$ cat src/source/rv_defs.svh
`ifndef RV_DEFS_SVH
`define RV_DEFS_SVH

// data path and bus address width
`define RV_XLEN 32

// architectural integer registers
`define RV_NREGS 32
`define RV_REG_BITS 5

// address of the first fetch
`define RV_RESET_PC 32'h0000_0000

// instruction word width, pc steps by its byte count
`define RV_ILEN 32

`endif

$ cat src/source/rv_pkg.sv
package rv_pkg;

    typedef enum logic [6:0] {
        opc_op     = 7'b0110011,
        opc_op_imm = 7'b0010011,
        opc_load   = 7'b0000011,
        opc_store  = 7'b0100011,
        opc_branch = 7'b1100011,
        opc_jal    = 7'b1101111,
        opc_lui    = 7'b0110111
    } opcode_e;

    typedef enum logic [2:0] {
        st_fetch     = 3'd0,
        st_decode    = 3'd1,
        st_execute   = 3'd2,
        st_memory    = 3'd3,
        st_writeback = 3'd4
    } state_e;

    typedef enum logic [3:0] {
        alu_add,
        alu_sub,
        alu_sll,
        alu_slt,
        alu_sltu,
        alu_xor,
        alu_srl,
        alu_sra,
        alu_or,
        alu_and,
        alu_pass_b // lui
    } alu_op_e;

    typedef struct packed {
        logic [6:0] funct7;
        logic [4:0] rs2;
        logic [4:0] rs1;
        logic [2:0] funct3;
        logic [4:0] rd;
        logic [6:0] opcode;
    } r_fmt_t;

    typedef struct packed {
        logic [11:0] imm;
        logic [4:0]  rs1;
        logic [2:0]  funct3;
        logic [4:0]  rd;
        logic [6:0]  opcode;
    } i_fmt_t;

    typedef struct packed {
        logic [6:0] imm_hi;
        logic [4:0] rs2;
        logic [4:0] rs1;
        logic [2:0] funct3;
        logic [4:0] imm_lo;
        logic [6:0] opcode;
    } s_fmt_t; // branches too

    typedef struct packed {
        logic [19:0] imm;
        logic [4:0]  rd;
        logic [6:0]  opcode;
    } u_fmt_t; // jal too

    typedef union packed {
        r_fmt_t r_fmt;
        i_fmt_t i_fmt;
        s_fmt_t s_fmt;
        u_fmt_t u_fmt;
    } instr_u;

endpackage

$ cat src/source/rv_regfile.sv
`timescale 1ns/100ps
`include "rv_defs.svh"

module rv_regfile (
    input  logic                    clk,
    input  logic                    rst,
    input  logic [`RV_REG_BITS-1:0] rs1_idx,
    input  logic [`RV_REG_BITS-1:0] rs2_idx,
    input  logic [`RV_REG_BITS-1:0] rd_idx,
    input  logic                    rd_we,
    input  logic [`RV_XLEN-1:0]     rd_data,
    output logic [`RV_XLEN-1:0]     rs1_data,
    output logic [`RV_XLEN-1:0]     rs2_data
);

    logic [`RV_XLEN-1:0] regs [1:`RV_NREGS-1]; // x0 has no storage

    assign rs1_data = (rs1_idx == '0) ? '0 : regs[rs1_idx];
    assign rs2_data = (rs2_idx == '0) ? '0 : regs[rs2_idx];

    always_ff @(posedge clk or posedge rst) begin
        if (rst) begin
            for (int i = 1; i < `RV_NREGS; i++) begin
                regs[i] <= '0;
            end
        end else if (rd_we && rd_idx != '0) begin
            regs[rd_idx] <= rd_data;
        end
    end

    // the sequencer filters x0 destinations before asking for a write
    a_no_x0_write: assert property (@(posedge clk) disable iff (rst)
        rd_we |-> rd_idx != '0);

endmodule

$ cat src/source/rv_decode.sv
`timescale 1ns/100ps
`include "rv_defs.svh"

module rv_decode import rv_pkg::*; (
    input  instr_u                  instr,
    output opcode_e                 opcode,
    output logic [`RV_REG_BITS-1:0] rd_idx,
    output logic [`RV_REG_BITS-1:0] rs1_idx,
    output logic [`RV_REG_BITS-1:0] rs2_idx,
    output logic [2:0]              funct3,
    output logic [`RV_XLEN-1:0]     imm,
    output alu_op_e                 alu_op,
    output logic                    use_imm,
    output logic                    legal
);

    function automatic alu_op_e arith_op(input logic [2:0] f3, input logic alt);
        case (f3)
            3'b000:  return alt ? alu_sub : alu_add;
            3'b001:  return alu_sll;
            3'b010:  return alu_slt;
            3'b011:  return alu_sltu;
            3'b100:  return alu_xor;
            3'b101:  return alt ? alu_sra : alu_srl;
            3'b110:  return alu_or;
            default: return alu_and;
        endcase
    endfunction

    logic [6:0]          funct7; // also imm[11:5] of immediate shifts
    logic [`RV_XLEN-1:0] imm_i, imm_s, imm_b, imm_j, imm_u;

    assign opcode  = opcode_e'(instr.r_fmt.opcode);
    assign rd_idx  = instr.r_fmt.rd;
    assign rs1_idx = instr.r_fmt.rs1;
    assign rs2_idx = instr.r_fmt.rs2;
    assign funct3  = instr.r_fmt.funct3;
    assign funct7  = instr.r_fmt.funct7;

    assign imm_i = {{20{instr.i_fmt.imm[11]}}, instr.i_fmt.imm};
    assign imm_s = {{20{instr.s_fmt.imm_hi[6]}}, instr.s_fmt.imm_hi, instr.s_fmt.imm_lo};
    assign imm_b = {{20{instr.s_fmt.imm_hi[6]}}, instr.s_fmt.imm_lo[0],
                    instr.s_fmt.imm_hi[5:0], instr.s_fmt.imm_lo[4:1], 1'b0};
    assign imm_j = {{12{instr.u_fmt.imm[19]}}, instr.u_fmt.imm[7:0], instr.u_fmt.imm[8],
                    instr.u_fmt.imm[18:9], 1'b0};
    assign imm_u = {instr.u_fmt.imm, 12'b0};

    always_comb begin
        imm     = '0;
        alu_op  = alu_add;
        use_imm = 1'b0;
        legal   = 1'b1;
        case (opcode)
            opc_op: begin
                alu_op = arith_op(funct3, funct7[5]);
                legal  = funct7 == 7'b0000000 ||
                         (funct7 == 7'b0100000 && (funct3 == 3'b000 || funct3 == 3'b101));
            end
            opc_op_imm: begin
                use_imm = 1'b1;
                imm     = imm_i;
                alu_op  = arith_op(funct3, funct3 == 3'b101 && funct7[5]); // no subi
                if (funct3 == 3'b001) begin
                    legal = funct7 == 7'b0000000;
                end else if (funct3 == 3'b101) begin
                    legal = funct7 == 7'b0000000 || funct7 == 7'b0100000;
                end
            end
            opc_load: begin
                imm   = imm_i;
                legal = funct3 == 3'b010; // lw only
            end
            opc_store: begin
                imm   = imm_s;
                legal = funct3 == 3'b010; // sw only
            end
            opc_branch: begin
                imm   = imm_b;
                legal = funct3[2:1] != 2'b01;
            end
            opc_jal: imm = imm_j;
            opc_lui: begin
                use_imm = 1'b1;
                imm     = imm_u;
                alu_op  = alu_pass_b;
            end
            default: legal = 1'b0;
        endcase
    end

endmodule

$ cat src/source/rv_alu.sv
`timescale 1ns/100ps
`include "rv_defs.svh"

module rv_alu import rv_pkg::*; (
    input  logic [`RV_XLEN-1:0] a,
    input  logic [`RV_XLEN-1:0] b,
    input  alu_op_e             alu_op,
    input  logic [2:0]          funct3,
    output logic [`RV_XLEN-1:0] result,
    output logic                take_branch
);

    logic [4:0] shamt;
    logic       eq, lt_s, lt_u; // shared by slt and branches

    assign shamt = b[4:0];
    assign eq    = a == b;
    assign lt_s  = $signed(a) < $signed(b);
    assign lt_u  = a < b;

    always_comb begin
        case (alu_op)
            alu_add:    result = a + b;
            alu_sub:    result = a - b;
            alu_sll:    result = a << shamt;
            alu_slt:    result = {{(`RV_XLEN-1){1'b0}}, lt_s};
            alu_sltu:   result = {{(`RV_XLEN-1){1'b0}}, lt_u};
            alu_xor:    result = a ^ b;
            alu_srl:    result = a >> shamt;
            alu_sra:    result = $signed(a) >>> shamt;
            alu_or:     result = a | b;
            alu_and:    result = a & b;
            alu_pass_b: result = b;
            default:    result = '0;
        endcase
    end

    always_comb begin
        case (funct3)
            3'b000:  take_branch = eq;    // beq
            3'b001:  take_branch = !eq;   // bne
            3'b100:  take_branch = lt_s;  // blt
            3'b101:  take_branch = !lt_s; // bge
            3'b110:  take_branch = lt_u;  // bltu
            3'b111:  take_branch = !lt_u; // bgeu
            default: take_branch = 1'b0;
        endcase
    end

endmodule

$ cat src/source/rv_control.sv
`timescale 1ns/100ps
`include "rv_defs.svh"

module rv_control import rv_pkg::*; (
    input  logic                    clk,
    input  logic                    rst,
    input  logic                    wb_ack,
    input  logic [`RV_XLEN-1:0]     wb_rdata,
    input  opcode_e                 opcode,
    input  logic [`RV_REG_BITS-1:0] rd_idx,
    input  logic                    use_imm,
    input  logic [`RV_XLEN-1:0]     imm,
    input  logic                    legal,
    input  logic [`RV_XLEN-1:0]     rs1_data,
    input  logic [`RV_XLEN-1:0]     rs2_data,
    input  logic [`RV_XLEN-1:0]     alu_result,
    input  logic                    take_branch,
    output instr_u                  instr,
    output logic [`RV_XLEN-1:0]     alu_a,
    output logic [`RV_XLEN-1:0]     alu_b,
    output logic                    rf_we,
    output logic [`RV_REG_BITS-1:0] rf_rd_idx,
    output logic [`RV_XLEN-1:0]     rf_rd_data,
    output logic                    wb_cyc,
    output logic                    wb_stb,
    output logic                    wb_we,
    output logic [`RV_XLEN-1:0]     wb_adr,
    output logic [`RV_XLEN-1:0]     wb_wdata
);

    localparam logic [`RV_XLEN-1:0] pc_step = `RV_ILEN / 8;

    state_e              state;
    logic [`RV_XLEN-1:0] pc, pc_next, result_q;
    logic [`RV_XLEN-1:0] pc_plus4, pc_target, ls_addr;
    logic                is_mem, is_store, writes_rd, redirect;

    assign pc_plus4  = pc + pc_step; // also the jal link value
    assign pc_target = pc + imm;
    assign ls_addr   = rs1_data + imm;
    assign is_store  = legal && opcode == opc_store;
    assign is_mem    = is_store || (legal && opcode == opc_load);
    assign writes_rd = legal && opcode != opc_store && opcode != opc_branch;
    assign redirect  = opcode == opc_jal || (legal && opcode == opc_branch && take_branch);

    assign alu_a      = rs1_data;
    assign alu_b      = use_imm ? imm : rs2_data;
    assign rf_we      = state == st_writeback && writes_rd && rd_idx != '0;
    assign rf_rd_idx  = rd_idx;
    assign rf_rd_data = result_q;

    always_ff @(posedge clk or posedge rst) begin
        if (rst) begin
            state  <= st_fetch;
            pc     <= `RV_RESET_PC;
            wb_cyc <= 1'b0;
            wb_stb <= 1'b0;
            wb_we  <= 1'b0;
        end else begin
            case (state)
                st_fetch: begin
                    if (!wb_cyc) begin // only right after reset
                        wb_cyc <= 1'b1;
                        wb_stb <= 1'b1;
                    end else if (wb_ack) begin
                        wb_cyc <= 1'b0;
                        wb_stb <= 1'b0;
                        state  <= st_decode;
                    end
                end
                st_decode: state <= st_execute;
                st_execute: begin
                    if (is_mem) begin
                        wb_cyc <= 1'b1;
                        wb_stb <= 1'b1;
                        wb_we  <= is_store;
                    end
                    state <= st_memory;
                end
                st_memory: begin
                    if (!wb_cyc) begin
                        state <= st_writeback;
                    end else if (wb_ack) begin
                        wb_cyc <= 1'b0;
                        wb_stb <= 1'b0;
                        wb_we  <= 1'b0;
                        state  <= st_writeback;
                    end
                end
                st_writeback: begin
                    pc     <= pc_next;
                    wb_cyc <= 1'b1; // next fetch goes out with the pc update
                    wb_stb <= 1'b1;
                    state  <= st_fetch;
                end
                default: state <= st_fetch;
            endcase
        end
    end

    always_ff @(posedge clk) begin
        case (state)
            st_fetch: begin
                if (!wb_cyc) begin
                    wb_adr <= pc;
                end else if (wb_ack) begin
                    instr <= wb_rdata;
                end
            end
            st_execute: begin
                wb_adr   <= ls_addr;
                wb_wdata <= rs2_data;
                result_q <= (opcode == opc_jal) ? pc_plus4 : alu_result;
                pc_next  <= redirect ? pc_target : pc_plus4;
            end
            st_memory: begin
                if (wb_cyc && wb_ack && !wb_we) begin
                    result_q <= wb_rdata; // lw data
                end
            end
            st_writeback: wb_adr <= pc_next;
            default: ;
        endcase
    end

    a_stb_in_cyc: assert property (@(posedge clk) disable iff (rst) wb_stb |-> wb_cyc);

    a_we_store_only: assert property (@(posedge clk) disable iff (rst)
        wb_we |-> (state == st_memory && opcode == opc_store));

    a_state_legal: assert property (@(posedge clk) disable iff (rst)
        state inside {st_fetch, st_decode, st_execute, st_memory, st_writeback});

endmodule

$ cat src/source/rv_core.sv
`timescale 1ns/100ps
`include "rv_defs.svh"

module rv_core import rv_pkg::*; (
    input  logic                clk,
    input  logic                rst,
    input  logic                wb_ack,
    input  logic [`RV_XLEN-1:0] wb_rdata,
    output logic                wb_cyc,
    output logic                wb_stb,
    output logic                wb_we,
    output logic [`RV_XLEN-1:0] wb_adr,
    output logic [`RV_XLEN-1:0] wb_wdata
);

    instr_u                  instr;
    opcode_e                 opcode;
    alu_op_e                 alu_op;
    logic [`RV_REG_BITS-1:0] rd_idx, rs1_idx, rs2_idx, rf_rd_idx;
    logic [2:0]              funct3;
    logic [`RV_XLEN-1:0]     imm, rs1_data, rs2_data, alu_a, alu_b, alu_result, rf_rd_data;
    logic                    use_imm, legal, take_branch, rf_we;

    rv_control u_control (
        .clk(clk), .rst(rst),
        .wb_ack(wb_ack), .wb_rdata(wb_rdata),
        .opcode(opcode), .rd_idx(rd_idx), .use_imm(use_imm), .imm(imm), .legal(legal),
        .rs1_data(rs1_data), .rs2_data(rs2_data),
        .alu_result(alu_result), .take_branch(take_branch),
        .instr(instr), .alu_a(alu_a), .alu_b(alu_b),
        .rf_we(rf_we), .rf_rd_idx(rf_rd_idx), .rf_rd_data(rf_rd_data),
        .wb_cyc(wb_cyc), .wb_stb(wb_stb), .wb_we(wb_we),
        .wb_adr(wb_adr), .wb_wdata(wb_wdata)
    );

    rv_regfile u_regfile (
        .clk(clk), .rst(rst),
        .rs1_idx(rs1_idx), .rs2_idx(rs2_idx), .rd_idx(rf_rd_idx),
        .rd_we(rf_we), .rd_data(rf_rd_data),
        .rs1_data(rs1_data), .rs2_data(rs2_data)
    );

    rv_decode u_decode (
        .instr(instr), .opcode(opcode),
        .rd_idx(rd_idx), .rs1_idx(rs1_idx), .rs2_idx(rs2_idx),
        .funct3(funct3), .imm(imm), .alu_op(alu_op), .use_imm(use_imm), .legal(legal)
    );

    rv_alu u_alu (
        .a(alu_a), .b(alu_b), .alu_op(alu_op), .funct3(funct3),
        .result(alu_result), .take_branch(take_branch)
    );

endmodule

$ cat config.mk
export PLATFORM = sky130hd
export DESIGN_NAME = rv_core
export DESIGN_NICKNAME = d
export VERILOG_FILES = /design/src/source/rv_pkg.sv /design/src/source/rv_regfile.sv /design/src/source/rv_decode.sv /design/src/source/rv_alu.sv /design/src/source/rv_control.sv /design/src/source/rv_core.sv
export VERILOG_INCLUDE_DIRS = /design/src /design/src/source
export SDC_FILE = /design/constraint.sdc
export NUM_CORES = 2
export LEC_CHECK = 0
export BUFFER_PORTS_ARGS = -buffer_cell sky130_fd_sc_hd__buf_4
export CORE_MARGIN = 2
export CORE_UTILIZATION = 43
export CTS_BUF_LIST = sky130_fd_sc_hd__clkbuf_4
export CTS_CLUSTER_SIZE = 28
export DETAILED_ROUTE_END_ITERATION = 10
export PLACE_DENSITY_LB_ADDON = 0.15
export REMOVE_ABC_BUFFERS = 1
export SYNTH_ARGS = -nofsm -noshare
export SYNTH_HDL_FRONTEND = slang
export SYNTH_SLANG_ARGS = --single-unit
$ cat constraint.sdc
create_clock -name clk -period 51.5 [get_ports clk]
set_input_delay 2.575 -clock clk [delete_from_list [all_inputs] [get_ports clk]]
set_output_delay 2.575 -clock clk [all_outputs]
set_load 0.005 [all_outputs]
==> impl_metrics.ini <==
[outcome]
status = finished clean

[synth]
synth_edf_count = 160
syn_inst = 6043
netlist_area_mm2 = 0.0733
seq_area_frac_synth_pct = 41.7
ys.flop_type = dfrtp_1
synth_async_sr_flop_share_pct = 86.6
yosysUniqueCellTypes = 99
syn_avg_cell_area_um2 = 12.1
ys_ff_latch = 1190
synth_warnings = 0

[power]
internal_power_mw = 1.86
leakagePower_nw = 36.9
pwr-share-clk_pct = 29.5
power_frac_comb_pct = 31.9
ir_drop_mv = 0.0379
swShare_pct = 40.5
power_switching_mw = 1.27
power_density_mw_per_mm2 = 38.8
seq_power_share_pct = 38.6

[critical_path]
required_ps = 52680
max_stage_delay_ps = 870
cp_common_cell = buf_4
worstPathMaxFanout = 90
critPathSlowestCell = nor3_1
crit_family = buffers and inverters
path_class = reg -> reg
cp.arrival_ps = 9740
path_buf_inv = 5
critPathCaptureType = register
crit_path_cell_trace = buf_12 -> buf_4 -> inv_1 -> buf_4 -> o21ai_0 -> mux4_2 -> nor2_1 -> nor3_1 -> a21oi_1 -> ha_1 -> nor3b_1 -> nand3_1 -> a21oi_1 -> nor2_1 -> o311a_1 -> o31a_1 -> o21ai_1 -> xnor2_1 -> a31oi_4 -> buf_4 -> mux2_2
cp-start-kind = register

[place]
place_congestion = 1.04
post-place-ws_ps = 43090
io_buffer_count = 101
place_inst = 8009
place_hpwl_um = 188000

[final_layout]
finalNetCount = 6345
area_growth_pct = 9.84
stdcell_count = 8626
drive_above_1_share_pct = 38.5

[detailed_routing]
totalWireLength_um = 291000
vias = 56600
ant_nets = 0
wl_per_cell_um = 33.7
vias_per_cell = 6.56
drcViolationCount = 0
drt_iter0_drc = 6038
drtPass1Iterations = 6

[clock_network]
cts_tree = built
cts_made_buffers = 352
clock_sinks = 1190
hold_buffers = 0
cts_resized = 0
clk_latency_ps = 1440
cts_root_buf = clkbuf_4
clk_pin_slew_ps = 70
htreeDepth = 5
post_cts_buffers = 0
clockBufferDepth = 4

[timing]
tightest_slew_ps = 1270
slew_violations = 0
timing.final.ws_setup_ps = 42950
slew_headroom_pct = 13.0
max_freq_mhz = 117
final_hold_viol_count = 0
min_period_ps = 8550
rsz0062_at_grt = false
fin_tns_setup_ps = 0
finalSetupViolations = 0
skew_ps = 151
period_share_pct = 16.6

[global_route]
antenna_found_initial = 13
grt_overflow = 0
grt_pass1_wl_um = 414000
grt_usage_pct = 33.2
grt_pass1_vias = 56100
grt_max_degree = 164

[die]
coreArea_mm2 = 0.169
die_y_um = 417
initial_core_util_pct = 43.3
dieArea_mm2 = 0.174
rows = 151
io-pin-count = 102
die_x_um = 417

[job]
maxCapViolCount = 0

[min_path]
worst_hold_path_type = reg -> reg
worst register-to-register path: cells and delay by family (launching register included):
kind,cells,cell delay [ps]
multiplexers,2,700
buffers and inverters,5,2540
XOR/XNOR,1,190
AND/OR/NAND/NOR,5,1970
flip-flops,1,390
AO/OA/AOI/OAI,7,2030
adder cells (fa/ha/maj),1,530
layer usage:
metal  wire, um  GRT usage (%)  share of wire [%]
met1     122000           45.2                 42
met4      16000           16.8                5.5
met5         58              0              0.020
met3      24300           7.68                8.4
met2     129000           49.6                 44
registers in the layout, indices dropped and copies added, names as in the netlist, 3 cells and up:
register,count
u_control.state,3
u_control.instr,32
u_control.wb_wdata,32
u_control.pc,32
u_control.rf_rd_data,32
u_regfile.regs,992
u_control.wb_adr,32
u_control.pc_next,32
through the flow:
step | hold slack, ps | cell area [um^2] | power (mW) | utilization (%)
2_1_floorplan | 433 | 70800 | 1.74 | -
3_3_place_gp | 440 | 76100 | 2.19 | 44.9
3_5_place_dp | 445 | 76100 | 2.19 | 44.9
4_1_cts | 451 | 80400 | 3.12 | 47.5
5_1_grt | 444 | 80500 | 3.27 | 47.5
6_report | 438 | 80500 | 3.12 | 47.5
layout make-up:
class | instances | area [um^2]
Fill cell | 15400 | 88800
Multi-Input combinational cell | 4187 | 40000
Sequential cell | 1190 | 30600
Clock buffer | 523 | 3930
Tap cell | 2218 | 2780
Timing Repair Buffer | 276 | 2170
Inverter | 139 | 537
Clock inverter | 79 | 449
Antenna cell | 14 | 35.0
cells in the mapped netlist (80+ instances only):
cell      instances  area, um^2
ha_1            160        2000
buf_1            80         300
mux2_2         1053       11900
dfrtp_1        1030       25800
inv_1           137         514
a21oi_1         303        1520
edfxtp_1        160        4800
mux2i_1         147        1470
mux4_2          478       10800
o22ai_1          95         594
o21ai_0         179         896
nor3_1          114         571
nor2_1          352        1320
clkbuf_1        328        1230
a221oi_1         88         771
nand2_1         366        1370
cell usage in the layout (no fill, tap or decap), types with 20 or more instances in the layout:
master / netlist / routed
a221oi_1: 88 / 88
or2_2: 20 / 20
and3_1: 20 / 20
o22ai_1: 95 / 95
clkbuf_4: 2 / 523
ha_1: 160 / 160
mux2_2: 1053 / 1053
a21o_1: 59 / 59
xor2_1: 47 / 47
nor3_1: 114 / 112
nand2b_1: 30 / 28
mux4_2: 478 / 478
or3_1: 21 / 21
xnor2_1: 48 / 48
nand3_1: 73 / 71
o21bai_1: 22 / 22
mux2i_1: 147 / 147
inv_1: 137 / 132
a21oi_1: 303 / 303
o21ai_0: 179 / 178
dfrtp_1: 1030 / 1030
nand2_1: 366 / 355
a211oi_1: 32 / 30
a31oi_1: 33 / 32
o221ai_1: 46 / 46
nor2_1: 352 / 337
buf_4: 26 / 268
edfxtp_1: 160 / 160
clkinv_1: 0 / 59
o211ai_1: 41 / 41
power by group through the flow:
stage | combinational (mW) | clock [mW] | sequential, mW
3_5_place_dp | 0.969 | 0 | 1.22
5_1_grt | 1.05 | 0.995 | 1.22
4_1_cts | 0.973 | 0.943 | 1.20
3_3_place_gp | 0.973 | 0 | 1.22
6_report | 0.997 | 0.920 | 1.21
2_1_floorplan | 0.535 | 0 | 1.21
final timing paths:
| path | cells after the start | start | endpoint | slack, ps |
|---|---|---|---|---|
| setup / recovery | 21 | u_control.instr[21]$_DFFE_PP_ | u_control.pc_next[0]$_DFFE_PP_ | 42950 |
| hold / removal | 2 | u_control.pc_next[29]$_DFFE_PP_ | u_control.pc[29]$_DFFE_PP0N_ | 440 |
| setup reg to reg | 21 | u_control.instr[21]$_DFFE_PP_ | u_control.pc_next[0]$_DFFE_PP_ | 42950 |
| hold reg to reg | 2 | u_control.pc_next[29]$_DFFE_PP_ | u_control.pc[29]$_DFFE_PP0N_ | 440 |
| max in group asynchronous | 6 | rst | u_regfile.regs[926]$_DFFE_PP0P_ | 46200 |
| min in group asynchronous | 2 | rst | u_regfile.regs[7]$_DFFE_PP0P_ | 1360 |
kinds of logic (layout without fill, tap and decap cells):
group                    Yosys count  after routing  share of synthesized area (%)
AND/OR/NAND/NOR                 1142           1142                           7.14
multiplexers                    1693           1693                           33.2
buffers and inverters            666           1017                           4.02
XOR/XNOR                          95             95                           1.14
AO/OA/AOI/OAI                   1093           1093                           9.93
other                              0             14                              0
flip-flops                      1190           1190                           41.7
adder cells (fa/ha/maj)          164            164                           2.84
No activity file was read; power rests on OpenSTA's default activity.
